File: src/design/lc3b_pkg.sv
`default_nettype none

package lc3b_pkg;

    typedef logic [15:0]  lc3b_word;
    typedef logic [127:0] lc3b_line;        // Eight words, word 0 in the low bits.
    typedef logic [11:0]  lc3b_line_addr;   // PC bits 15 to 4.
    typedef logic [15:0]  lc3b_byte_sel;    // One enable per byte of a line.
    typedef logic [2:0]   lc3b_word_idx;    // Word position inside a line.

    typedef enum logic [1:0] {
        PC_PLUS2,
        PC_ALU,
        PC_PCN,
        PC_MDR
    } lc3b_pc_mux_sel;

    // Master to slave signals of the instruction bus.
    typedef struct packed {
        lc3b_line_addr adr;
        logic          cyc;
        logic          stb;
        logic          we;
        lc3b_byte_sel  sel;
        lc3b_line      dat_m;
    } wb_master_t;

    // Slave to master signals of the instruction bus.
    typedef struct packed {
        lc3b_line dat_s;
        logic     ack;
        logic     rty;
    } wb_slave_t;

    typedef struct packed {
        logic active;                       // Request is asserted this cycle.
        logic exclusive;
        logic barrier_IF_ID_stall;
        logic barrier_ID_EX_stall;
        logic barrier_EX_MEM_stall;
        logic barrier_MEM_WB_stall;
        logic barrier_IF_ID_reset;
        logic barrier_ID_EX_reset;
        logic barrier_EX_MEM_reset;
        logic barrier_MEM_WB_reset;
        logic barrier_ID_EX_force_sr1_load;
        logic barrier_ID_EX_force_sr2_load;
        logic stage_IF_stall;
        logic stage_ID_stall;
        logic stage_EX_stall;
        logic stage_MEM_stall;
        logic stage_WB_stall;
    } lc3b_pipeline_control_word;

    // Contents of the IF/ID pipeline register.
    typedef struct packed {
        lc3b_word ir;
        lc3b_word pc_plus2;
        logic     valid;
    } if_id_t;

    localparam int MEM_WAIT_CYCLES = 2;     // Stable cycles before the memory acks.
    localparam int MEM_COUNT_W     = $clog2(MEM_WAIT_CYCLES + 1);
    localparam logic [MEM_COUNT_W-1:0] MEM_WAIT_COUNT = MEM_COUNT_W'(MEM_WAIT_CYCLES);
    localparam int MEM_LINES       = 2 ** $bits(lc3b_line_addr);

    localparam lc3b_word PC_RESET  = 16'h0000;
    localparam lc3b_word PC_STEP   = 16'h0002;

    localparam lc3b_pipeline_control_word CONTROL_IDLE = '0;

endpackage : lc3b_pkg

`default_nettype wire

File: src/design/pipeline_control_arbiter.sv
`timescale 1ns/1ps
`default_nettype none

module pipeline_control_arbiter
    import lc3b_pkg::*;
(
    input  logic                      clk,
    input  lc3b_pipeline_control_word i_if_request,
    input  lc3b_pipeline_control_word i_ext_request,

    output lc3b_pipeline_control_word o_control
);

    logic ext_win;
    logic if_win;

    // Later stages outrank fetch.
    assign ext_win = i_ext_request.active;
    assign if_win  = ~ext_win & i_if_request.active;

    always_comb begin
        if (ext_win) begin
            o_control = i_ext_request;
        end else if (if_win) begin
            o_control = i_if_request;
        end else begin
            o_control = CONTROL_IDLE;   // Nothing asked, so nothing stalls.
        end
    end

    a_idle_when_inactive : assert property (@(posedge clk)
        !o_control.active |-> (o_control == CONTROL_IDLE))
        else $error("pipeline_control_arbiter: stale fields on an inactive control word");

endmodule : pipeline_control_arbiter

`default_nettype wire

File: config.mk
export PLATFORM = sky130hd
export DESIGN_NAME = pipeline_control_arbiter
export DESIGN_NICKNAME = d
export VERILOG_FILES = /design/src/design/lc3b_pkg.sv /design/src/design/pipeline_control_arbiter.sv
export SDC_FILE = /design/constraint.sdc
export NUM_CORES = 1
export LEC_CHECK = 0
export BUFFER_PORTS_ARGS = -buffer_cell sky130_fd_sc_hd__buf_2
export CAP_MARGIN = 30
export CORE_AREA = 2 2 39 41
export DETAILED_ROUTE_END_ITERATION = 8
export DIE_AREA = 0 0 41 43
export MAX_ROUTING_LAYER = met4
export PLACE_DENSITY = 0.66
export SYNTH_ARGS = -nofsm -noshare
export SYNTH_HDL_FRONTEND = slang
export SYNTH_SLANG_ARGS = --single-unit
File: constraint.sdc
create_clock -name vclk -period 0.8
set_clock_uncertainty 0.15 [all_clocks]
set_input_delay 0.04 -clock vclk [all_inputs]
set_output_delay 0.04 -clock vclk [all_outputs]
set_load 0.005 [all_outputs]
# [Word-level counts from Yosys, hierarchy flattened]
# Cells that the tools add are included.
[totals] ff_bits=0 in_bits=35 output_inout_bits=17 elab_cells=4
[classes] muxes=2 bitwise=2
[ops] cell="17-bit two-way mux" n=2
[ops] cell="1-bit bitwise AND" n=1
[ops] cell="1-bit inverter" n=1

# [Longest topological paths before layout]
[depth] depth_word=4 depth_mapped=5 mapped_depth_nobuf=2

# [Least setup slack after synthesis]
# Ideal clock, no wire load.
[synth_path] path_kind="input to output" from="in i_ext_request[16] (netlist name)" to="out o_control[10] (netlist name)" t_arrival_ns=0.608 required_time_ns=0.610 slack_ns=0.002 path_stages=5 path_buffers=3 path_cell_list="buf_6 > nor2b_4 > buf_6 > buf_6 > a22o_1"
[synth_rtl] item="start: declaration" line="pipeline_control_arbiter.sv:9" rtl="input lc3b_pipeline_control_word i_ext_request,"
[synth_rtl] item="end: declaration" line="pipeline_control_arbiter.sv:11" rtl="output lc3b_pipeline_control_word o_control"

==> metrics.txt <==
PnR worst setup slack -75.9 ps; DIE HEIGHT 43 um; Relative slew margins 0.931; Clk pwr share 0; drt first pass iters 1; Post-synth top cells a22o_1, buf_6, buf_2, nor2b_4, or2_1; Die Span X 41 um; Slew Viols, Final 0; failing checks negative setup slack; worst-margin pin slew 103 ps; Core Area 1380 um^2; Synth Net Count 57; share of layout cells above drive strength 1 0.764; top-count cell post-synth a22o_1; synthesized area per cell 9.04 um^2; DR WL/cell 9.93 um; # IOs 52; number of diodes 0; CP startpoint kind input pin; Synth cell types 5; post-synthesis sequential area ratio 0; Post-Syn Instances 22; via total after detailed routing 379; endpoints failing hold 0; final instance area 477 um^2; GP Congestion 0.619; P_leak 0.296 nW; CP required 610 ps; Hold Path Class in -> out; DP HPWL 783 um; Max IR drop VDD 0.000207 V; final worst path period need 876 ps; area grow syn2layout 140%; DRC violations left 0; Area after DPL 450 um^2; synth warn 0; kind of critical path in -> out; ANT nets after route 0; part of the power in registers 0; pin count of the biggest net entering global routing 17; Post-Syn Area 199 um^2; row cnt 14; initial antenna violation count 0; Final setup viols 16; post-layout util 0.344; die area 1760 um^2; worst path arrival time 690 ps; fmax 1140 MHz; Power Density 540 nW/um^2; Reg area 0 um^2; Total GRT Usage 0.0860; DR vias/cell 4.31; initial core utilization 0.144; Fillers 152; cell taking the most area after synthesis a22o_1; Layout clock buffers 0; Int Power 166 uW; first-pass GRT wire length 1120 um; Max FO, Critical Path 16; top-area cell type share of the netlist area 0.704; hold_buf cts 0; Final period util 1.09; RSZ-0062 raised after global routing true; Congestion Overflow GR 0; status finished with violations; Seq cells 0; Comb pwr share 1.000; Layout Cells excl Fill 88; Power Total 258 uW; Sw Ratio 0.356; DRC marker count from the first detailed-route iteration 0; P_sw 91.6 uW; Final TNS setup -1070 ps; final WL 874 um; critical path endpoint category output pin; Area contributors post-synth a22o_1, buf_6, nor2b_4, or2_1, buf_2; vias in the first global route 300; IO buf count 51; MaxCap Viol Count 0; nets 109; Placed Cells 87
power by group through the flow:
stage / registers (mW) / logic, mW / clock network, mW
4_1_cts: 0 / 0.262 / 0
3_3_place_gp: 0 / 0.244 / 0
5_1_grt: 0 / 0.288 / 0
3_5_place_dp: 0 / 0.246 / 0
2_1_floorplan: 0 / 0.112 / 0
6_report: 0 / 0.258 / 0
metrics by stage:
| stage | hold slack, ps | setup WS [ps] |
|---|---|---|
| detailed placement | 205 | -176 |
| CTS | 183 | -81.6 |
| global route | 197 | -115 |
| global placement | 208 | -157 |
| finish | 180 | -75.9 |
| floorplan | 15.5 | 1.75 |
worst paths after layout:
path | slack (ps) | start | cells after the start | endpoint
max | -80 | i_if_request[16] | 5 | o_control[3]
min | 180 | i_if_request[16] | 3 | o_control[16]
kinds of logic (layout without fill, tap and decap cells):
group                  after synthesis  after routing  synth area share
buffers and inverters                4             54             0.195
and+or+nand+nor                      2              2             0.101
AOI/OAI and AO/OA                   16             16             0.704
worst max-delay path: stages:
cell     delay, ps
buf_6           90
nor2b_4        120
buf_12         140
a22o_1         180
buf_2          120
placed cells by master (no fill, tap or decap):
cell type,synthesis,layout
nor2b_4,1,1
buf_4,0,2
or2_1,1,1
buf_12,0,1
buf_2,1,50
buf_6,3,1
a22o_1,16,16
layer usage:
layer | up-vias | GRT usage | wire length (um)
li1 | 195 | - | -
met1 | 150 | 0.0823 | 307
met2 | 34 | 0.181 | 418
met3 | 0 | 0 | 148
met4 | 0 | 0 | 0
met5 | - | - | 0
what timing repair did:
item                                    in CTS  in global routing
resized for setup                            1                  0
buffers inserted                             1                  0
endpoints found under the setup margin      16                 16
pin swaps                                    1                  0
layout make-up:
type	instances	area, um^2	share of cell area
well taps	16	20.0	0.0420
repair buffers	54	297	0.622
multi-input cells	18	160	0.336
Note: power is estimated with default switching activity, not from simulation.
