### config.mk
export PLATFORM = sky130hd
export DESIGN_NAME = stage_if
export DESIGN_NICKNAME = d
export VERILOG_FILES = /design/src/design/lc3b_pkg.sv /design/src/design/stage_if.sv
export SDC_FILE = /design/constraint.sdc
export NUM_CORES = 1
export LEC_CHECK = 0
export BUFFER_PORTS_ARGS = -buffer_cell sky130_fd_sc_hd__buf_2
export CORE_AREA = 10 10 143 145
export DETAILED_ROUTE_END_ITERATION = 12
export DIE_AREA = 0 0 153 155
export GPL_ROUTABILITY_DRIVEN = 0
export GPL_TIMING_DRIVEN = 0
export SLEW_MARGIN = 20
export SYNTH_ARGS = -nofsm -noshare
export SYNTH_HDL_FRONTEND = slang
export SYNTH_SLANG_ARGS = --single-unit
### constraint.sdc
create_clock -name clk -period 3.99 [get_ports clk]
set_input_delay 0.798 -clock clk [delete_from_list [all_inputs] [get_ports clk]]
set_output_delay 0.798 -clock clk [all_outputs]
set_load 0.1 [all_outputs]
### src/design/lc3b_pkg.sv
`default_nettype none

package lc3b_pkg;

    typedef logic [15:0]  lc3b_word;
    typedef logic [127:0] lc3b_line;        // Eight words, word 0 in the low bits.
    typedef logic [11:0]  lc3b_line_addr;   // PC bits 15 to 4.
    typedef logic [15:0]  lc3b_byte_sel;    // One enable per byte of a line.
    typedef logic [2:0]   lc3b_word_idx;    // Word position inside a line.

    typedef enum logic [1:0] {
        PC_PLUS2,
        PC_ALU,
        PC_PCN,
        PC_MDR
    } lc3b_pc_mux_sel;

    // Master to slave signals of the instruction bus.
    typedef struct packed {
        lc3b_line_addr adr;
        logic          cyc;
        logic          stb;
        logic          we;
        lc3b_byte_sel  sel;
        lc3b_line      dat_m;
    } wb_master_t;

    // Slave to master signals of the instruction bus.
    typedef struct packed {
        lc3b_line dat_s;
        logic     ack;
        logic     rty;
    } wb_slave_t;

    typedef struct packed {
        logic active;                       // Request is asserted this cycle.
        logic exclusive;
        logic barrier_IF_ID_stall;
        logic barrier_ID_EX_stall;
        logic barrier_EX_MEM_stall;
        logic barrier_MEM_WB_stall;
        logic barrier_IF_ID_reset;
        logic barrier_ID_EX_reset;
        logic barrier_EX_MEM_reset;
        logic barrier_MEM_WB_reset;
        logic barrier_ID_EX_force_sr1_load;
        logic barrier_ID_EX_force_sr2_load;
        logic stage_IF_stall;
        logic stage_ID_stall;
        logic stage_EX_stall;
        logic stage_MEM_stall;
        logic stage_WB_stall;
    } lc3b_pipeline_control_word;

    // Contents of the IF/ID pipeline register.
    typedef struct packed {
        lc3b_word ir;
        lc3b_word pc_plus2;
        logic     valid;
    } if_id_t;

    localparam int MEM_WAIT_CYCLES = 2;     // Stable cycles before the memory acks.
    localparam int MEM_COUNT_W     = $clog2(MEM_WAIT_CYCLES + 1);
    localparam logic [MEM_COUNT_W-1:0] MEM_WAIT_COUNT = MEM_COUNT_W'(MEM_WAIT_CYCLES);
    localparam int MEM_LINES       = 2 ** $bits(lc3b_line_addr);

    localparam lc3b_word PC_RESET  = 16'h0000;
    localparam lc3b_word PC_STEP   = 16'h0002;

    localparam lc3b_pipeline_control_word CONTROL_IDLE = '0;

endpackage : lc3b_pkg

`default_nettype wire

### src/design/stage_if.sv
`timescale 1ns/1ps
`default_nettype none

module stage_if
    import lc3b_pkg::*;
(
    input  logic                      clk,
    input  logic                      i_rst_n,
    input  logic                      i_stall,
    input  lc3b_pc_mux_sel            i_pc_mux_sel,
    input  lc3b_word                  i_alu,
    input  lc3b_word                  i_mdr,
    input  lc3b_word                  i_pcn,
    input  wb_slave_t                 i_wb_s,

    output wb_master_t                o_wb_m,
    output lc3b_word                  o_ir,
    output lc3b_word                  o_pc_plus2,
    output lc3b_pipeline_control_word o_request
);

    lc3b_word     pc;
    lc3b_word     pc_next;
    lc3b_word_idx word_idx;
    lc3b_byte_sel byte_sel;
    logic         fetch_wait;

    assign o_pc_plus2 = pc + PC_STEP;
    assign word_idx   = pc[3:1];

    always_comb begin
        case (i_pc_mux_sel)
            PC_PLUS2: pc_next = o_pc_plus2;
            PC_ALU:   pc_next = i_alu;
            PC_PCN:   pc_next = i_pcn;
            PC_MDR:   pc_next = i_mdr;
            default:  pc_next = o_pc_plus2;
        endcase
    end

    // The PC only moves once the current word has been delivered.
    always_ff @(posedge clk) begin
        if (!i_rst_n) begin
            pc <= PC_RESET;
        end else if (!(i_stall || fetch_wait)) begin
            pc <= pc_next;
        end
    end

    assign byte_sel = 16'h0003 << {word_idx, 1'b0};   // Two bytes of the addressed word.

    assign o_wb_m = '{
        adr:   pc[15:4],
        cyc:   1'b1,
        stb:   1'b1,
        we:    1'b0,
        sel:   byte_sel,
        dat_m: '0
    };

    assign o_ir = i_wb_s.dat_s[{word_idx, 4'b0000} +: 16];

    assign fetch_wait = o_wb_m.cyc & (~i_wb_s.ack | i_wb_s.rty);

    // While waiting on memory everything behind fetch holds still.
    assign o_request = '{
        active:                       fetch_wait,
        exclusive:                    1'b1,
        barrier_IF_ID_stall:          1'b1,
        barrier_ID_EX_stall:          1'b1,
        barrier_EX_MEM_stall:         1'b1,
        barrier_MEM_WB_stall:         1'b1,
        barrier_IF_ID_reset:          1'b0,
        barrier_ID_EX_reset:          1'b0,
        barrier_EX_MEM_reset:         1'b0,
        barrier_MEM_WB_reset:         1'b0,
        barrier_ID_EX_force_sr1_load: 1'b0,
        barrier_ID_EX_force_sr2_load: 1'b0,
        stage_IF_stall:               1'b0,
        stage_ID_stall:               1'b1,
        stage_EX_stall:               1'b1,
        stage_MEM_stall:              1'b1,
        stage_WB_stall:               1'b1
    };

    // Word fetches need an even PC, whatever source loaded it.
    a_pc_even : assert property (@(posedge clk) disable iff (!i_rst_n) !pc[0])
        else $error("stage_if: odd PC %h", pc);

endmodule : stage_if

`default_nettype wire

---- Yosys cells after proc, flatten, opt, wreduce, memory -nomap -nowiden ----
Cells that the tools add are included.
word-level totals
  register bits ........................... 16
  input bits .............................. 183
  output and inout bits ................... 208
  logic and storage cells ................. 12
operators by class
  add/subtract/negate cells ............... 1
  eq/ne operators ......................... 3
  shift operators ......................... 2
  multiplexer cells ....................... 1
  bitwise logic cells ..................... 2
  reductions and logical operators ........ 2
operator list
  cell                   count
  $shiftx 128x8->16      1
  $pmux 16 s4            1
  $add 16x2->16 const B  1
  $shl 2x4->16 const A   1
  $eq 2x2->1 const B     2
  $eq 2x1->1 const B     1
  $logic_not 2->1        1
  $logic_or 1x1->1       1
  $not 1->1              1
  $or 1x1->1             1

---- Logic depth before layout (Yosys ltp) ----
  word-level depth ........................ 3
  mapped depth ............................ 7
  gate-level depth less buffers ........... 5

---- Least setup slack after synthesis ----
No wires, ideal clock.
  path type ............................... register to output
  start ................................... register pc[1]
  end ..................................... output o_wb_m[129] (netlist name)
  arrival time ............................ 3534 ps
  required time ........................... 3192 ps
  setup slack ............................. -342 ps
  stages on the path, launching flop included .. 7
  path buffers ............................ 3
  cell sequence ........................... dfxtp_1 > buf_4 > buf_2 > inv_1 > ha_1 > nor2b_1 > buf_4
RTL lines
  element                 line            RTL
  start, declared         stage_if.sv:22  lc3b_word pc;
  start signal, assigned  stage_if.sv:46  pc <= pc_next;
  end, declared           stage_if.sv:16  output wb_master_t o_wb_m,

---- Worst setup path in the final report ----
  start ................................... register pc[2]
  end ..................................... output o_ir[12]
on the way
  cells in the longest elaborated chain, start to end .. 1
ends and longest elaborated chain
  element            line            RTL
  $shiftx 128x8->16  stage_if.sv:61  assign o_ir = i_wb_s.dat_s[{word_idx, 4'b0000} +: 16];
  end, declared      stage_if.sv:17  output lc3b_word o_ir,
Every way passes these cells.

==> out/results.ini <==
[placed_design]
portBuffers=242
dpl-instance-area_sq_um=5850
place.detailed.hpwl_um=17300
post-place-cells=1044

[cells_and_area]
largest_reg_flops=16
layout.cells.most_common_list=253 x buf_2, 171 x buf_4, 147 x conb_1, 35 x mux4_2
fin_area_sq_um=5940
nFillCells=1924
syn_to_final_growth_pct=56.3
top_regs=pc x16
drive_above_1_share_pct=60.4
mostFrequentLayoutCell=buf_2
num-nets-final=1008
instances_no_fill=1050
top_register=pc

[detailed_routing]
dr.pass1.iters=4
wl_um=19200
via_per_inst=3.88
dr_total_vias=4079
ant_nets=0
wire_per_inst_um=18.3
drtIter0Drc=231
route.detailed.drc=0

[synthesis]
syn-cell-area_sq_um=3800
yosysTopAreaCell=buf_4
ys_types=53
synth_xor_area_share_pct=3.00
synth_ff_type=dfxtp_1
synth_seq_cells=16
synthArstFlopShare_pct=0
synth_fa_ha_area_share_pct=1.65
postSynthAreaPerCell_sq_um=8.88
synth_top_family_by_area=buffers and inverters
ys_seq_area_share_pct=8.43
ys_top_cells_by_area=buf_4 34%, mux4_2 21%, dfxtp_1 8.4%, mux2_2 6.5%, nand2_1 2.2%
synth_cells=428
synth_top_cell_area_share_pct=33.8
synth_edf_count=0
synthSimpleGateAreaFrac_pct=10.2
synth_warnings=0
synthMuxAreaShare_pct=29.5
synth-compound-area-share_pct=9.64

[power]
total_power_mw=1.71
pwr-share-seq_pct=10.3
leakagePower_nw=3.28
combPwrFrac_pct=76.4
p_per_area_nw_per_um2=287
max-vdd-ir-drop_mv=0.161
clockPowerShare_pct=13.3
switching_share_pct=64.5
switchingPower_mw=1.10
internal-power_mw=0.607

[min_path]
worstHoldPathType=flip-flop to flip-flop

[timing]
post-route-min-period_ps=3310
setup_viol=0
rsz0062_at_grt=no
slew_violations=0
setup_tns_ps=0
worst_pin_slew_ps=700
hold_viol_final=0
max_freq_mhz=302
timing.final.crit_share_pct=82.9
skew_ps=4.82
max-slew-margin-rel_pct=53.3

[cts]
insertion_delay_ps=250
cts_tree=done
cts_root_buffer=clkbuf_16
post_cts_resized=0
clk_pin_slew_worst_paths_ps=60
cts_setup_buffers=0
cts_buffers=3
cts_max_level=1
cts.sinks=16
holdBufCountCts=0
clock_path_buffers=2

[grt]
overflow=0
grt_max_degree=11
grtUsageTotal_pct=15.0
antenna_found_initial=2
grt_pass1_vias=4225
grt_pass1_wl_um=27800

[critical_path]
end_kind=output pin
arrival_ps=2510
crit_path_start_kind=flip-flop
critical_path.max_fanout=10
cp.required_ps=3190
worst-setup-path-type=flip-flop to output pin

[die]
die_area_sq_um=23700
io_pins=391
die_width_um=153
die_h_um=155
initial_core_util_pct=21.5
core_area_sq_um=17700
rows=49

[flow_run]
drv_cap=0

[run_status]
status=finished clean

cells by family (layout without fill, tap and decap cells):
family          Yosys count  after routing
compound gates           54             54
mux                      64             64
other cells               2            149
xor+xnor                 13             13
fa+ha+maj                 5              5
simple gates             71             71
flops                    16             16
buf+inv                 203            449
area by class of cell:
class | instances | area [sq um] | area share, %
antenna | 2 | 5.00 | 0.0842
buffer | 196 | 1390 | 23.4
clock buffer | 4 | 88.8 | 1.50
inverter | 7 | 26.3 | 0.442
multi-input combinational | 354 | 2610 | 43.9
sequential | 16 | 320 | 5.39
tap | 229 | 287 | 4.82
timing repair buffer | 242 | 1210 | 20.4
synth_stat cells, types with 4 or more instances:
library cell	instances
buf_4	171
mux4_2	35
mux2_2	22
nand2_1	22
dfxtp_1	16
a21oi_1	15
buf_2	11
clkbuf_1	11
xnor2_1	9
nand3_1	8
nor2_1	8
o21ai_0	7
inv_1	6
mux2i_1	6
ha_1	5
nor2b_1	5
nor3_1	5
a22o_1	4
and2_1	4
xor2_1	4
final timing paths:
path	startpoint	to	slack [ps]	cells after the start
worst max-delay path	pc[2]	o_ir[12]	680	5
worst min-delay path	pc[11]	pc[11]	530	2
worst max register to register	pc[2]	pc[2]	1500	7
worst min register to register	pc[11]	pc[11]	530	2
per-stage QoR:
step	utilization, %	setup WS (ps)	hold WS, ps
final	33.7	682	532
after global routing	33.6	492	555
after global placement	33.1	906	507
after floorplan	-	256	484
after CTS	33.6	585	530
after detailed placement	33.1	849	519
routing by layer:
layer / track usage, % / routed length (um) / vias to the layer above
met5: 0 / 18 / -
met4: 2.54 / 214 / 2
met3: 5.40 / 1930 / 16
met2: 29.2 / 10400 / 226
met1: 15.0 / 6650 / 1839
li1: - / - / 1996
power groups by stage:
stage               clock network, mW  logic, mW  registers [mW]
floorplan                           0       1.13           0.176
global placement                    0       1.30           0.179
detailed placement                  0       1.30           0.179
CTS                             0.227       1.30           0.175
global route                    0.235       1.35           0.177
finish                          0.227       1.31           0.175
critical path: stages, from the launching register on:
cell and delay (ps):
dfxtp_1 380, buf_2 310, clkbuf_1 580, mux4_2 390, mux2_2 280, buf_2 300
Note: power is estimated with default switching activity, not from simulation.
