--- src/design/lc3b_pkg.sv ---
`default_nettype none

package lc3b_pkg;

    typedef logic [15:0]  lc3b_word;
    typedef logic [127:0] lc3b_line;        // Eight words, word 0 in the low bits.
    typedef logic [11:0]  lc3b_line_addr;   // PC bits 15 to 4.
    typedef logic [15:0]  lc3b_byte_sel;    // One enable per byte of a line.
    typedef logic [2:0]   lc3b_word_idx;    // Word position inside a line.

    typedef enum logic [1:0] {
        PC_PLUS2,
        PC_ALU,
        PC_PCN,
        PC_MDR
    } lc3b_pc_mux_sel;

    // Master to slave signals of the instruction bus.
    typedef struct packed {
        lc3b_line_addr adr;
        logic          cyc;
        logic          stb;
        logic          we;
        lc3b_byte_sel  sel;
        lc3b_line      dat_m;
    } wb_master_t;

    // Slave to master signals of the instruction bus.
    typedef struct packed {
        lc3b_line dat_s;
        logic     ack;
        logic     rty;
    } wb_slave_t;

    typedef struct packed {
        logic active;                       // Request is asserted this cycle.
        logic exclusive;
        logic barrier_IF_ID_stall;
        logic barrier_ID_EX_stall;
        logic barrier_EX_MEM_stall;
        logic barrier_MEM_WB_stall;
        logic barrier_IF_ID_reset;
        logic barrier_ID_EX_reset;
        logic barrier_EX_MEM_reset;
        logic barrier_MEM_WB_reset;
        logic barrier_ID_EX_force_sr1_load;
        logic barrier_ID_EX_force_sr2_load;
        logic stage_IF_stall;
        logic stage_ID_stall;
        logic stage_EX_stall;
        logic stage_MEM_stall;
        logic stage_WB_stall;
    } lc3b_pipeline_control_word;

    // Contents of the IF/ID pipeline register.
    typedef struct packed {
        lc3b_word ir;
        lc3b_word pc_plus2;
        logic     valid;
    } if_id_t;

    localparam int MEM_WAIT_CYCLES = 2;     // Stable cycles before the memory acks.
    localparam int MEM_COUNT_W     = $clog2(MEM_WAIT_CYCLES + 1);
    localparam logic [MEM_COUNT_W-1:0] MEM_WAIT_COUNT = MEM_COUNT_W'(MEM_WAIT_CYCLES);
    localparam int MEM_LINES       = 2 ** $bits(lc3b_line_addr);

    localparam lc3b_word PC_RESET  = 16'h0000;
    localparam lc3b_word PC_STEP   = 16'h0002;

    localparam lc3b_pipeline_control_word CONTROL_IDLE = '0;

endpackage : lc3b_pkg

`default_nettype wire

--- src/design/barrier_if_id.sv ---
`timescale 1ns/1ps
`default_nettype none

module barrier_if_id
    import lc3b_pkg::*;
(
    input  logic     clk,
    input  logic     i_rst_n,
    input  logic     i_stall,
    input  logic     i_flush,
    input  lc3b_word i_ir,
    input  lc3b_word i_pc_plus2,

    output if_id_t   o_id
);

    lc3b_word ir_q;
    lc3b_word pc_plus2_q;
    logic     valid_q;

    // Flush beats stall so a held bubble can still be cleared.
    always_ff @(posedge clk) begin
        if (!i_rst_n) begin
            valid_q <= 1'b0;
        end else if (i_flush) begin
            valid_q <= 1'b0;
        end else if (!i_stall) begin
            valid_q <= 1'b1;
        end
    end

    always_ff @(posedge clk) begin
        if (!i_stall) begin
            ir_q       <= i_ir;
            pc_plus2_q <= i_pc_plus2;
        end
    end

    assign o_id = '{
        ir:       ir_q,
        pc_plus2: pc_plus2_q,
        valid:    valid_q
    };

endmodule : barrier_if_id

`default_nettype wire

--- config.mk ---
export PLATFORM = sky130hd
export DESIGN_NAME = barrier_if_id
export DESIGN_NICKNAME = d
export VERILOG_FILES = /design/src/design/lc3b_pkg.sv /design/src/design/barrier_if_id.sv
export SDC_FILE = /design/constraint.sdc
export NUM_CORES = 1
export LEC_CHECK = 0
export ABC_AREA = 1
export BUFFER_PORTS_ARGS = -buffer_cell sky130_fd_sc_hd__buf_2
export CORE_MARGIN = 8
export CORE_UTILIZATION = 35
export DETAILED_ROUTE_END_ITERATION = 16
export PLACE_DENSITY = 0.67
export SYNTH_ARGS = -nofsm -noshare
export SYNTH_HDL_FRONTEND = slang
export SYNTH_SLANG_ARGS = --single-unit
export TNS_END_PERCENT = 5
--- constraint.sdc ---
create_clock -name clk -period 2.13 [get_ports clk]
set_input_delay 0.3195 -clock clk [delete_from_list [all_inputs] [get_ports clk]]
set_output_delay 0.3195 -clock clk [all_outputs]
set_load 0.01 [all_outputs]
# == Word level (Yosys, flattened, before mapping) ==
# Cells that the tools add are included.
# word_totals
output_inout_bits,33
register_bits,33
wordCells,5
# classes
bitwise_logic,1
reduce_logical,1
# ops
cell,count
OR reduction 2 bit,1
NOT 1 bit,1

# == Depth between registers and ports, before layout ==
# Gate-level depths: netlist of run 1.
# depth
word_depth,2
mapped_depth,3

# == Least setup slack after synthesis of run 1 ==
# Ideal clock, no wire load.
# synth_path
path_kind,input -> register
start,in i_stall
end,reg ir_q[0] (enable)
setup_ns,0.373
cell_stages,1
setup_slack_ns,1.079
arrival_ns,0.678
path_buffers,0
cell_sequence,inv_2
# synth_lines
item,line_no,source
"start, declared",barrier_if_id.sv:9,"input logic i_stall,"
"end signal, assigned",barrier_if_id.sv:34,ir_q <= i_ir;
"end, declared",barrier_if_id.sv:17,lc3b_word ir_q;
# No word-level cell between the ends.

# == Final worst setup path of run 1 ==
# layout_path
start,reg ir_q[9]
end,out o_id[26] in the netlist's numbering
# layout_lines
item,line_no,source
"end, declared",barrier_if_id.sv:14,output if_id_t o_id
# No word-level cell between the ends.

==> results of run 1 <==
==> synth_stat cells <==
master	n
buf_4	1
inv_1	1
nand2_1	1
nor2_1	2
inv_2	1
edfxtp_1	32
dfxtp_1	1
==> metal layers <==
layer | track usage | wire length (um) | share of wire | vias to the layer above
met1 | 0.0932 | 869 | 0.40 | 274
met4 | 0.0469 | 43 | 0.020 | 0
met2 | 0.122 | 913 | 0.42 | 53
met3 | 0.0887 | 361 | 0.17 | 6
li1 | - | - | - | 298
met5 | 0 | 0 | 0 | -
==> final cells by class <==
type,count,area (sq um),area share
Inverter,2,7.51,0.00513
Timing Repair Buffer,68,340,0.232
Clock inverter,1,30.0,0.0205
Clock buffer,7,55.1,0.0376
Tap cell,31,38.8,0.0265
Sequential cell,33,981,0.670
Multi-Input combinational cell,3,11.3,0.00769
==> cells by family (layout without fill, tap and decap cells) <==
kind of cell,after synthesis,after routing
buffers and inverters,3,78
DFF,33,33
and+or+nand+nor,3,3
==> sequential cells by signal, summed over array words and instances (netlist names) <==
name	count
ir_q	16
valid_q	1
pc_plus2_q	16
==> power groups by stage <==
stage	logic, W	clock network (W)	registers [W]
finish	0.000120	0.000479	0.000778
global route	0.000132	0.000521	0.000783
CTS	0.000124	0.000492	0.000779
detailed placement	0.000124	0	0.000793
global placement	0.000121	0	0.000791
floorplan	0.0000120	0	0.000823
==> metrics by stage <==
step	setup slack, ns	cells	power, W	area (sq um)	util
CTS	0.909	145	0.00140	1460	0.531
floorplan	1.08	39	0.000835	1010	-
finish	0.934	145	0.00138	1460	0.531
global placement	0.871	137	0.000912	1380	0.500
global route	0.872	145	0.00144	1460	0.531
detailed placement	0.832	137	0.000917	1380	0.500
==> worst min path at each step <==
| stage | from | end | slack [ns] | cells past startpoint |
|---|---|---|---|---|
| after floorplan | i_ir[0] | ir_q[0]$_DFFE_PN_ | 0.42 | 0 |
| after global placement | valid_q$_SDFFE_PP0N_ | valid_q$_SDFFE_PP0N_ | 0.45 | 2 |
| after detailed placement | valid_q$_SDFFE_PP0N_ | valid_q$_SDFFE_PP0N_ | 0.47 | 2 |
| after CTS | i_ir[7] | ir_q[7]$_DFFE_PN_ | 0.14 | 1 |
| after global routing | i_pc_plus2[12] | pc_plus2_q[12]$_DFFE_PN_ | 0.13 | 1 |
| final | i_ir[7] | ir_q[7]$_DFFE_PN_ | 0.16 | 1 |
==> out/qor.csv, run 1 <==
stage;metric;value;unit
synth;post-synthesis instance area;1010;sq um
pwr;Clock power frac;0.348;
global_routing;first-pass GRT wire length;3420;um
synth;Seq/Total Area, Yosys;0.974;
final_layout;Fillers;246;
sta;relative slew slack;0.568;
setup_path;crit path DAT;0.88;ns
clock_network;CTS tree;yes;
pwr;Seq pwr share;0.565;
synth;Synth Area in Simple Gates;0.0112;
pwr;switching share of power;0.200;
sta;period utilization;0.561;
global_routing;vias in the first global route;716;
clock_network;Clock Tree Root;clkbuf_4;
die;Die Area;4850;sq um
global_routing;gr ovfl total;0;
routing;Vias/cell;4.35;
status;status;finished, final reports clean;
synth;synthesized netlist cell count;39;
routing;DRT iter0 DRCs;24;
routing;1st-pass router iterations;2;
synth;mux share of post-synthesis cell area;0;
setup_path;reg2reg end;valid_q$_SDFFE_PP0N_;
synth;Compound-Gate Fraction of Synth Area;0;
routing;antenna-violating nets left;0;
die;Die Y;69.6;um
sta;Final Setup Violations;0;
setup_path;CP startpoint kind;register;
setup_path;Crit Path Category;register to primary output;
setup_path;CP cell instances;buf_2;
pwr;Gate power share;0.087;
sta;f_max;0.836;GHz
setup_path;delay-heaviest family, CP;flip-flops;
synth;area share of fa/ha/maj cells after synthesis;0;
setup_path;Worst setup EP type;primary output;
routing;WL final;2190;um
setup_path;Reg2Reg Depth;2;
run;Max-Cap Viols;0;
clock_network;CTS Buffer Depth;2;
synth;post-synth top area cell;edfxtp_1;
die;total I/O pin count;69;
placed_design;RePlAce Congestion;0.646;
synth;post-synth top area share;0.954;
die;Die Wd;69.6;um
die;core area;2760;sq um
synth;post-synthesis xor/xnor area fraction;0;
pwr;NetSw;0.000275;W
sta;worst slew pin tran;0.647;ns
pwr;Internal Power;0.00110;W
setup_path;slowest stage delay, CP;0.39;ns
placed_design;final HPWL from detailed placement;1700;um
global_routing;largest net degree at the start of global routing;34;
final_layout;ANT cells;0;
global_routing;gr usage total;0.0919;
final_layout;synthesis-to-finish area growth;45.3;%
worst_hold_path;hold crit path type;primary input to register;
die;FP Rows;19;
synth;top post-synthesis cells by area;edfxtp_1 95%, dfxtp_1 2.0%, buf_4 0.75%, nor2_1 0.75%, inv_1 0.37%;
sta;Hold WS;0.156;ns
synth;Synthesis Warnings;0;
final_layout;Final nets;149;
pwr;Power Density;941;nW/um^2
placed_design;IO buf count;68;
final_layout;commonest non-fill, non-tap cell in the layout;buf_2;
setup_path;Worst Path Required;1.81;ns
pwr;peak supply drop;648;uV
synth;Distinct cells, synth;7;
sta;RSZ-0062 raised after global routing;no;
setup_path;CP max-delay cell;edfxtp_1;
clock_network;TritonCTS Buffers;5;
synth;Synth Area per Inst;25.8;sq um
setup_path;reg-to-reg startpoint;valid_q$_SDFFE_PP0N_;
final_layout;most frequent cells in the layout;68 x buf_2, 32 x edfxtp_1, 5 x clkbuf_4;
routing;routed via count;631;
clock_network;worst skew pair latency;0.32;ns
setup_path;beginning of the critical path;ir_q[9]$_DFFE_PN_;
routing;Post-route DRC;0;
clock_network;CTS Sinks;33;
die;initial core utilization;0.365;
synth;Synthesized Nets;75;
final_layout;layout cell share with drive strength beyond 1;0.667;
setup_path;worst path bufs/invs;1;
setup_path;Worst R2R Setup Slack;1.57;ns
synth;largest family of logic cells by synthesized area;buffers and inverters;
setup_path;CP Depth;1;
sta;Slew Viols, Final;0;
clock_network;Post-CTS Hold Fix Bufs;0;
pwr;Leak;0.651;nW
clock_network;post-CTS resize count;0;
setup_path;worst setup path endpoint;o_id[26];
sta;clock skew;0;ns
sta;final hold vios;0;
clock_network;CTS clk-pin slew, worst paths;0.10;ns
clock_network;post-CTS setup buffers;0;
synth;#FFs+latches synth;33;
sta;fin crit period;1.20;ns
sta;Final TNS setup;0;ns
setup_path;crit-path max FO;1;
clock_network;H-tree levels;2;
global_routing;initial antenna violation count;0;
routing;drt wl/cell;15.1;um
No activity file was read; power rests on OpenSTA's default activity.
==> run 2: changes to the inputs <==
- clock period: 2.13 -> 1.1 ns (I/O delays scaled with it)
==> run 2 against run 1 <==
Die area is the same. Sequential share of layout area decreased by 13 points. Non-clock buffer count rose by 33. Worst setup slack got worse by 0.89 ns. Sequential cell count did not move. Sequential power is 94% higher. Count of clock-buffer cells in the layout unchanged. Clock skew did not move. Design area increased by 23%. Largest cell class unchanged. Largest power group unchanged.
==> out/qor.csv, run 2 (synthesis gave the netlist of run 1 again) <==
stage;metric;value;unit;change
clock_network;H-tree levels;2;;unchanged
setup_path;Crit Path Category;register to primary output;;
global_routing;gr usage total;0.0972;;+0.00524
final_layout;commonest non-fill, non-tap cell in the layout;buf_2;;
setup_path;Worst setup EP type;primary output;;
routing;antenna-violating nets left;0;;unchanged
setup_path;delay-heaviest family, CP;flip-flops;;
final_layout;ANT cells;0;;unchanged
global_routing;grt met1 use;0.104;;+0.0110
global_routing;first-pass GRT wire length;3620;um;+5.9%
final_layout;Largest regs;ir_q (16), pc_plus2_q (16), valid_q (1);;
global_routing;vias in the first global route;802;;+12%
pwr;Power Density;1520;nW/um^2;+62%
clock_network;post-CTS resize count;0;;unchanged
die;Die Wd;69.6;um;unchanged
global_routing;met2 GRT Util;0.123;;+0.00102
sta;Hold WS;0.0631;ns;-0.0934 ns
setup_path;CP cell instances;buf_2;;
sta;worst slew pin tran;0.172;ns;-0.474 ns
clock_network;CTS tree;yes;;
sta;Final Setup Violations;0;;unchanged
clock_network;worst skew pair latency;0.32;ns;about the same
sta;fin crit period;1.05;ns;
pwr;peak supply drop;1050;uV;+61%
die;Die Area;4850;sq um;unchanged
final_layout;Final nets;182;;+22%
global_routing;met3 Use GR;0.0944;;+0.00572
sta;clock skew;0;ns;unchanged
placed_design;placed cells;138;;+0.73%
die;total I/O pin count;69;;unchanged
die;initial core utilization;0.365;;unchanged
setup_path;CP startpoint kind;register;;
placed_design;RePlAce Congestion;0.653;;+1.2%
routing;DRT iter0 DRCs;18;;-25%
run;Max-Cap Viols;0;;unchanged
pwr;Leak;0.794;nW;+22%
setup_path;crit path DAT;0.89;ns;about the same
routing;1st-pass router iterations;4;;+2
final_layout;layout cell share with drive strength beyond 1;0.524;;-0.143
sta;period utilization;0.956;;
global_routing;initial antenna violation count;0;;unchanged
routing;Vias/cell;4.28;;-1.8%
die;FP Rows;19;;unchanged
clock_network;CTS clk-pin slew, worst paths;0.09;ns;about the same
die;Die Y;69.6;um;unchanged
die;core area;2760;sq um;unchanged
clock_network;CTS Buffer Depth;2;;unchanged
routing;drt wl/cell;14.5;um;-4.0%
setup_path;Worst Path Required;0.94;ns;-0.87 ns
placed_design;IO buf count;68;;unchanged
sta;relative slew slack;0.885;;+0.317
clock_network;TritonCTS Buffers;5;;unchanged
global_routing;largest net degree at the start of global routing;34;;unchanged
global_routing;most used routing layer;met2;;
worst_hold_path;hold crit path type;primary input to register;;
routing;WL final;2580;um;+18%
global_routing;gr ovfl total;0;;unchanged
final_layout;synthesis-to-finish area growth;79.1;%;
clock_network;Clock Tree Root;clkbuf_4;;
setup_path;crit-path max FO;1;;unchanged
routing;Post-route DRC;0;;unchanged
status;status;finished, final reports clean;;
setup_path;slowest stage delay, CP;0.41;ns;+0.02 ns
sta;f_max;0.951;GHz;
setup_path;CP max-delay cell;edfxtp_1;;
final_layout;non-filler instance count after layout;178;;+23%
sta;final hold vios;0;;unchanged
sta;Slew Viols, Final;0;;unchanged
sta;RSZ-0062 raised after global routing;yes;;
final_layout;most frequent cells in the layout;68 x buf_2, 32 x dlygate4sd3_1, 32 x edfxtp_1;;
routing;routed via count;761;;+21%
clock_network;CTS Sinks;33;;unchanged
setup_path;worst path bufs/invs;1;;unchanged
[run 2: path summary, 6_finish.rpt]
kind              depth (start not counted)               startpoint                   end  slack, ns
setup / recovery                          1  pc_plus2_q[2]$_DFFE_PN_               o_id[3]       0.05
setup reg to reg                          2     valid_q$_SDFFE_PP0N_  valid_q$_SDFFE_PP0N_       0.54
hold / removal                            3                  i_rst_n  valid_q$_SDFFE_PP0N_       0.06
hold reg to reg                           2     valid_q$_SDFFE_PP0N_  valid_q$_SDFFE_PP0N_       0.49
[run 2: repair_timing]
| action | CTS | global route |
|---|---|---|
| hold buffers | 14 | 18 |
| endpoints found under the hold margin | 14 | 18 |
| endpoints found under the setup margin | 0 | 3 |
| buffers inserted | 0 | 0 |
[run 2: routing by layer]
layer,vias up,wire (um)
met5,-,0
met3,4,356
li1,363,-
met1,343,1040
met2,51,1160
met4,0,29
[run 2: stage by stage]
| stage | utilization | cell area, sq um | setup WS (ns) | total power [W] | TNS, ns |
|---|---|---|---|---|---|
| global route | 0.654 | 1800 | -0.00999 | 0.00289 | -0.0193 |
| floorplan | - | 1010 | 0.203 | 0.00162 | 0 |
| finish | 0.654 | 1800 | 0.0485 | 0.00275 | 0 |
| global placement | 0.507 | 1400 | 0.269 | 0.00177 | 0 |
| CTS | 0.589 | 1620 | 0.0489 | 0.00273 | 0 |
| detailed placement | 0.507 | 1400 | 0.256 | 0.00178 | 0 |
[run 2: worst min-delay path, stage by stage]
cell and delay [ns]:
buf_2 0.10, nand2_1 0.05, nor2_1 0.04
[run 2: where the power goes]
part / internal [W] / leakage [nW] / switching (W) / total (W)
Sequential: 0.00148 / 0.321 / 0.0000239 / 0.00151
Clock: 0.000543 / 0.0455 / 0.000366 / 0.000909
Combinational: 0.000187 / 0.428 / 0.000146 / 0.000333
[run 2: area by class of cell]
cell class / instances / area (sq um)
sequential: 33 / 981
fill: 197 / 953
timing repair buffer: 101 / 681
clock buffer: 7 / 55.1
tap: 31 / 38.8
clock inverter: 1 / 30.0
multi-input combinational: 3 / 11.3
inverter: 2 / 7.51
==> run 3: changes to the inputs <==
- ABC_AREA: 1 -> unset
==> run 3 against run 2 <==
Wire length increased by 9.5%. Critical endpoint unchanged. Register-to-register slack got worse by 0.08 ns. Largest cell class unchanged. Maximum frequency decreased by 1.7%. Count of clock-buffer cells in the layout decreased by 1. Non-clock buffer count decreased by 2. Highest routed layer unchanged. Core utilization about the same.
==> out/qor.csv, run 3 <==
stage;metric;value;unit;change
pwr;Overall Power;0.00270;W;-2.0%
routing;1st-pass router iterations;4;;unchanged
final_layout;Final nets;178;;-2.2%
die;Die Y;69.6;um;about the same
routing;drt wl/cell;16.2;um;+12%
routing;antenna-violating nets left;0;;unchanged
run;Max-Cap Viols;0;;unchanged
setup_path;worst path bufs/invs;1;;unchanged
die;Die Wd;69.6;um;about the same
sta;relative slew slack;0.889;;+0.00388
sta;Final Setup Violations;0;;unchanged
die;FP Rows;19;;unchanged
placed_design;RePlAce Congestion;0.705;;+8.0%
sta;clock skew;0;ns;unchanged
final_layout;footprint of the multi-input gates;10.0;sq um;-11%
final_layout;layout cell share with drive strength beyond 1;0.531;;+0.00766
sta;worst slew pin tran;0.166;ns;-0.00582 ns
setup_path;slowest stage delay, CP;0.43;ns;+0.02 ns
setup_path;beginning of the critical path;pc_plus2_q[2]$_DFFE_PN_;;
routing;routed via count;758;;-0.39%
final_layout;storage element area;981;sq um;unchanged
synth;number of synthesized flops with an enable pin;32;;unchanged
sta;period utilization;0.972;;+0.0166
sta;final hold vios;0;;unchanged
setup_path;crit-path max FO;1;;unchanged
synth;synthesized netlist cell count;37;;-5.1%
setup_path;reg2reg end;valid_q$_SDFFE_PP0N_;;
synth;Commonest cells post-synth;32 x edfxtp_1, 2 x inv_1, 1 x buf_4, 1 x dfxtp_1, 1 x o211a_1;;
routing;met2 WL;1350;um;+17%
worst_hold_path;hold path cells;1;;-2
clock_network;post-CTS setup buffers;0;;unchanged
synth;#FFs+latches synth;33;;unchanged
global_routing;first-pass GRT wire length;4470;um;+24%
worst_hold_path;hold crit path type;primary input to register;;
synth;Synthesized Nets;73;;-2.7%
final_layout;most frequent cells in the layout;66 x buf_2, 32 x edfxtp_1, 30 x dlygate4sd3_1;;
die;core area;2730;sq um;-0.86%
sta;Hold WS;0.0179;ns;-0.0452 ns
die;total I/O pin count;69;;unchanged
worst_hold_path;Hold Crit Endpoint;ir_q[0]$_DFFE_PN_;;
clock_network;worst skew pair latency;0.32;ns;about the same
sta;fin worst setup slack;0.0303;ns;-0.0182 ns
global_routing;largest net degree at the start of global routing;33;;-2.9%
setup_path;CP cell instances;buf_6;;
clock_network;CTS Buffer Depth;2;;unchanged
routing;Metal-1 WL;916;um;-12%
setup_path;reg-to-reg startpoint;valid_q$_SDFFE_PP0N_;;
worst_hold_path;beginning of the worst hold path;i_ir[0];;
routing;top routing layer in use;met4;;
placed_design;IO buf count;68;;unchanged
clock_network;TritonCTS Buffers;5;;unchanged
synth;Seq/Total Area, Yosys;0.975;;+0.00121
routing;Vias/cell;4.36;;+1.9%
pwr;Power Density;1510;nW/um^2;-1.2%
setup_path;Worst setup EP type;primary output;;
sta;Final TNS setup;0;ns;unchanged
routing;WL final;2820;um;+9.5%
routing;met3 wire len;499;um;+40%
sta;f_max;0.935;GHz;-1.7%
synth;post-synth top area cell;edfxtp_1;;
placed_design;worst slack at placement;0.222;ns;-0.0339 ns
pwr;Leak;0.786;nW;-1.0%
die;initial core utilization;0.368;;+0.00272
sta;fin crit period;1.07;ns;+0.0182 ns
final_layout;synthesis-to-finish area growth;77.9;%;
sta;RSZ-0062 raised after global routing;yes;;
global_routing;gr usage total;0.122;;+0.0246
synth;post-synth top area share;0.955;;+0.00119
synth;FFs w/ async S/R, synth;0;;unchanged
final_layout;commonest non-fill, non-tap cell in the layout;buf_2;;
setup_path;CP startpoint kind;register;;
synth;Post-synth top flop;edfxtp_1;;
clock_network;CTS Sinks;33;;unchanged
pwr;peak supply drop;1130;uV;+7.6%
clock_network;CTS clk-pin slew, worst paths;0.09;ns;about the same
synth;post-synthesis instance area;1010;sq um;-0.12%
synth;Synth Area per Inst;27.2;sq um;+5.3%
clock_network;Clock Tree Root;clkbuf_4;;
setup_path;Worst R2R Setup Slack;0.46;ns;-0.08 ns
setup_path;Worst Path Required;0.94;ns;about the same
routing;Post-route DRC;0;;unchanged
setup_path;CP max-delay cell;edfxtp_1;;
setup_path;crit path DAT;0.90;ns;about the same
clock_network;H-tree levels;2;;unchanged
synth;top post-synthesis cells by area;edfxtp_1 96%, dfxtp_1 2.0%, o211a_1 1.0%, buf_4 0.75%, inv_1 0.75%;;
placed_design;final HPWL from detailed placement;1710;um;
synth;Distinct cells, synth;5;;-2
synth;Synthesis Warnings;0;;unchanged
global_routing;gr ovfl total;0;;unchanged
clock_network;CTS tree;yes;;
setup_path;Reg2Reg Depth;1;;-1
setup_path;Crit Path Category;register to primary output;;
final_layout;ANT cells;0;;unchanged
sta;Slew Viols, Final;0;;unchanged
routing;DRT iter0 DRCs;22;;+4
global_routing;vias in the first global route;885;;+10%
setup_path;delay-heaviest family, CP;flip-flops;;
global_routing;initial antenna violation count;0;;unchanged
final_layout;Largest regs;ir_q (16), pc_plus2_q (16), valid_q (1);;
status;status;finished, final reports clean;;
synth;count leader, synth;edfxtp_1;;
final_layout;Fillers;204;;+3.6%
die;Die Area;4850;sq um;-0.10%
[run 3: cell count changes after synthesis]
| cell | previous run | this run |
|---|---|---|
| nor2_1 | 2 | 0 |
| inv_1 | 1 | 2 |
| o211a_1 | 0 | 1 |
| nand2_1 | 1 | 0 |
| inv_2 | 1 | 0 |
[run 3: kinds of logic (layout without fill, tap and decap cells)]
kind of cell | count (synthesis) | after routing | share of synthesized area
DFF | 33 | 33 | 0.975
buffers and inverters | 3 | 109 | 0.0149
AOI/OAI and AO/OA | 1 | 1 | 0.00995
[run 3: layout make-up]
class / instances / area share
sequential: 33 / 0.548
timing repair buffer: 99 / 0.376
clock buffer: 6 / 0.0231
tap: 31 / 0.0217
clock inverter: 2 / 0.0189
inverter: 2 / 0.00629
multi-input combinational: 1 / 0.00559
[run 3: where the power goes]
group          switching, W  internal (W)  leakage (nW)
clock network      0.000373      0.000473        0.0399
registers         0.0000263       0.00148         0.321
logic              0.000149      0.000189         0.425
total              0.000548       0.00215         0.786
[run 3: stage by stage]
step | utilization | instances | area, sq um
global route | 0.654 | 174 | 1790
detailed placement | 0.513 | 136 | 1400
global placement | 0.513 | 136 | 1400
finish | 0.654 | 174 | 1790
floorplan | - | 37 | 1010
CTS | 0.632 | 169 | 1730
[run 3: timing repair]
item,in CTS,in global routing
hold buffers,25,5
endpoints found under the setup margin,0,4
hold endpoints to repair,25,5
gates resized for setup,0,2
[run 3: worst max-delay path by stage]
| stage | to | slack [ns] | cells after the start |
|---|---|---|---|
| after global placement | ir_q[3]$_DFFE_PN_ | 0.24 | 3 |
| after floorplan | valid_q$_SDFFE_PP0N_ | 0.07 | 2 |
| after detailed placement | ir_q[6]$_DFFE_PN_ | 0.22 | 3 |
| after global routing | o_id[3] | -0.02 | 1 |
| after CTS | o_id[1] | 0.06 | 1 |
| final | o_id[3] | 0.03 | 1 |
[run 3: metal layers]
layer  GRT usage  vias up
li1            -      357
met1       0.102      340
met2       0.190       53
met3       0.110        8
met4      0.0670        0
met5           0        -
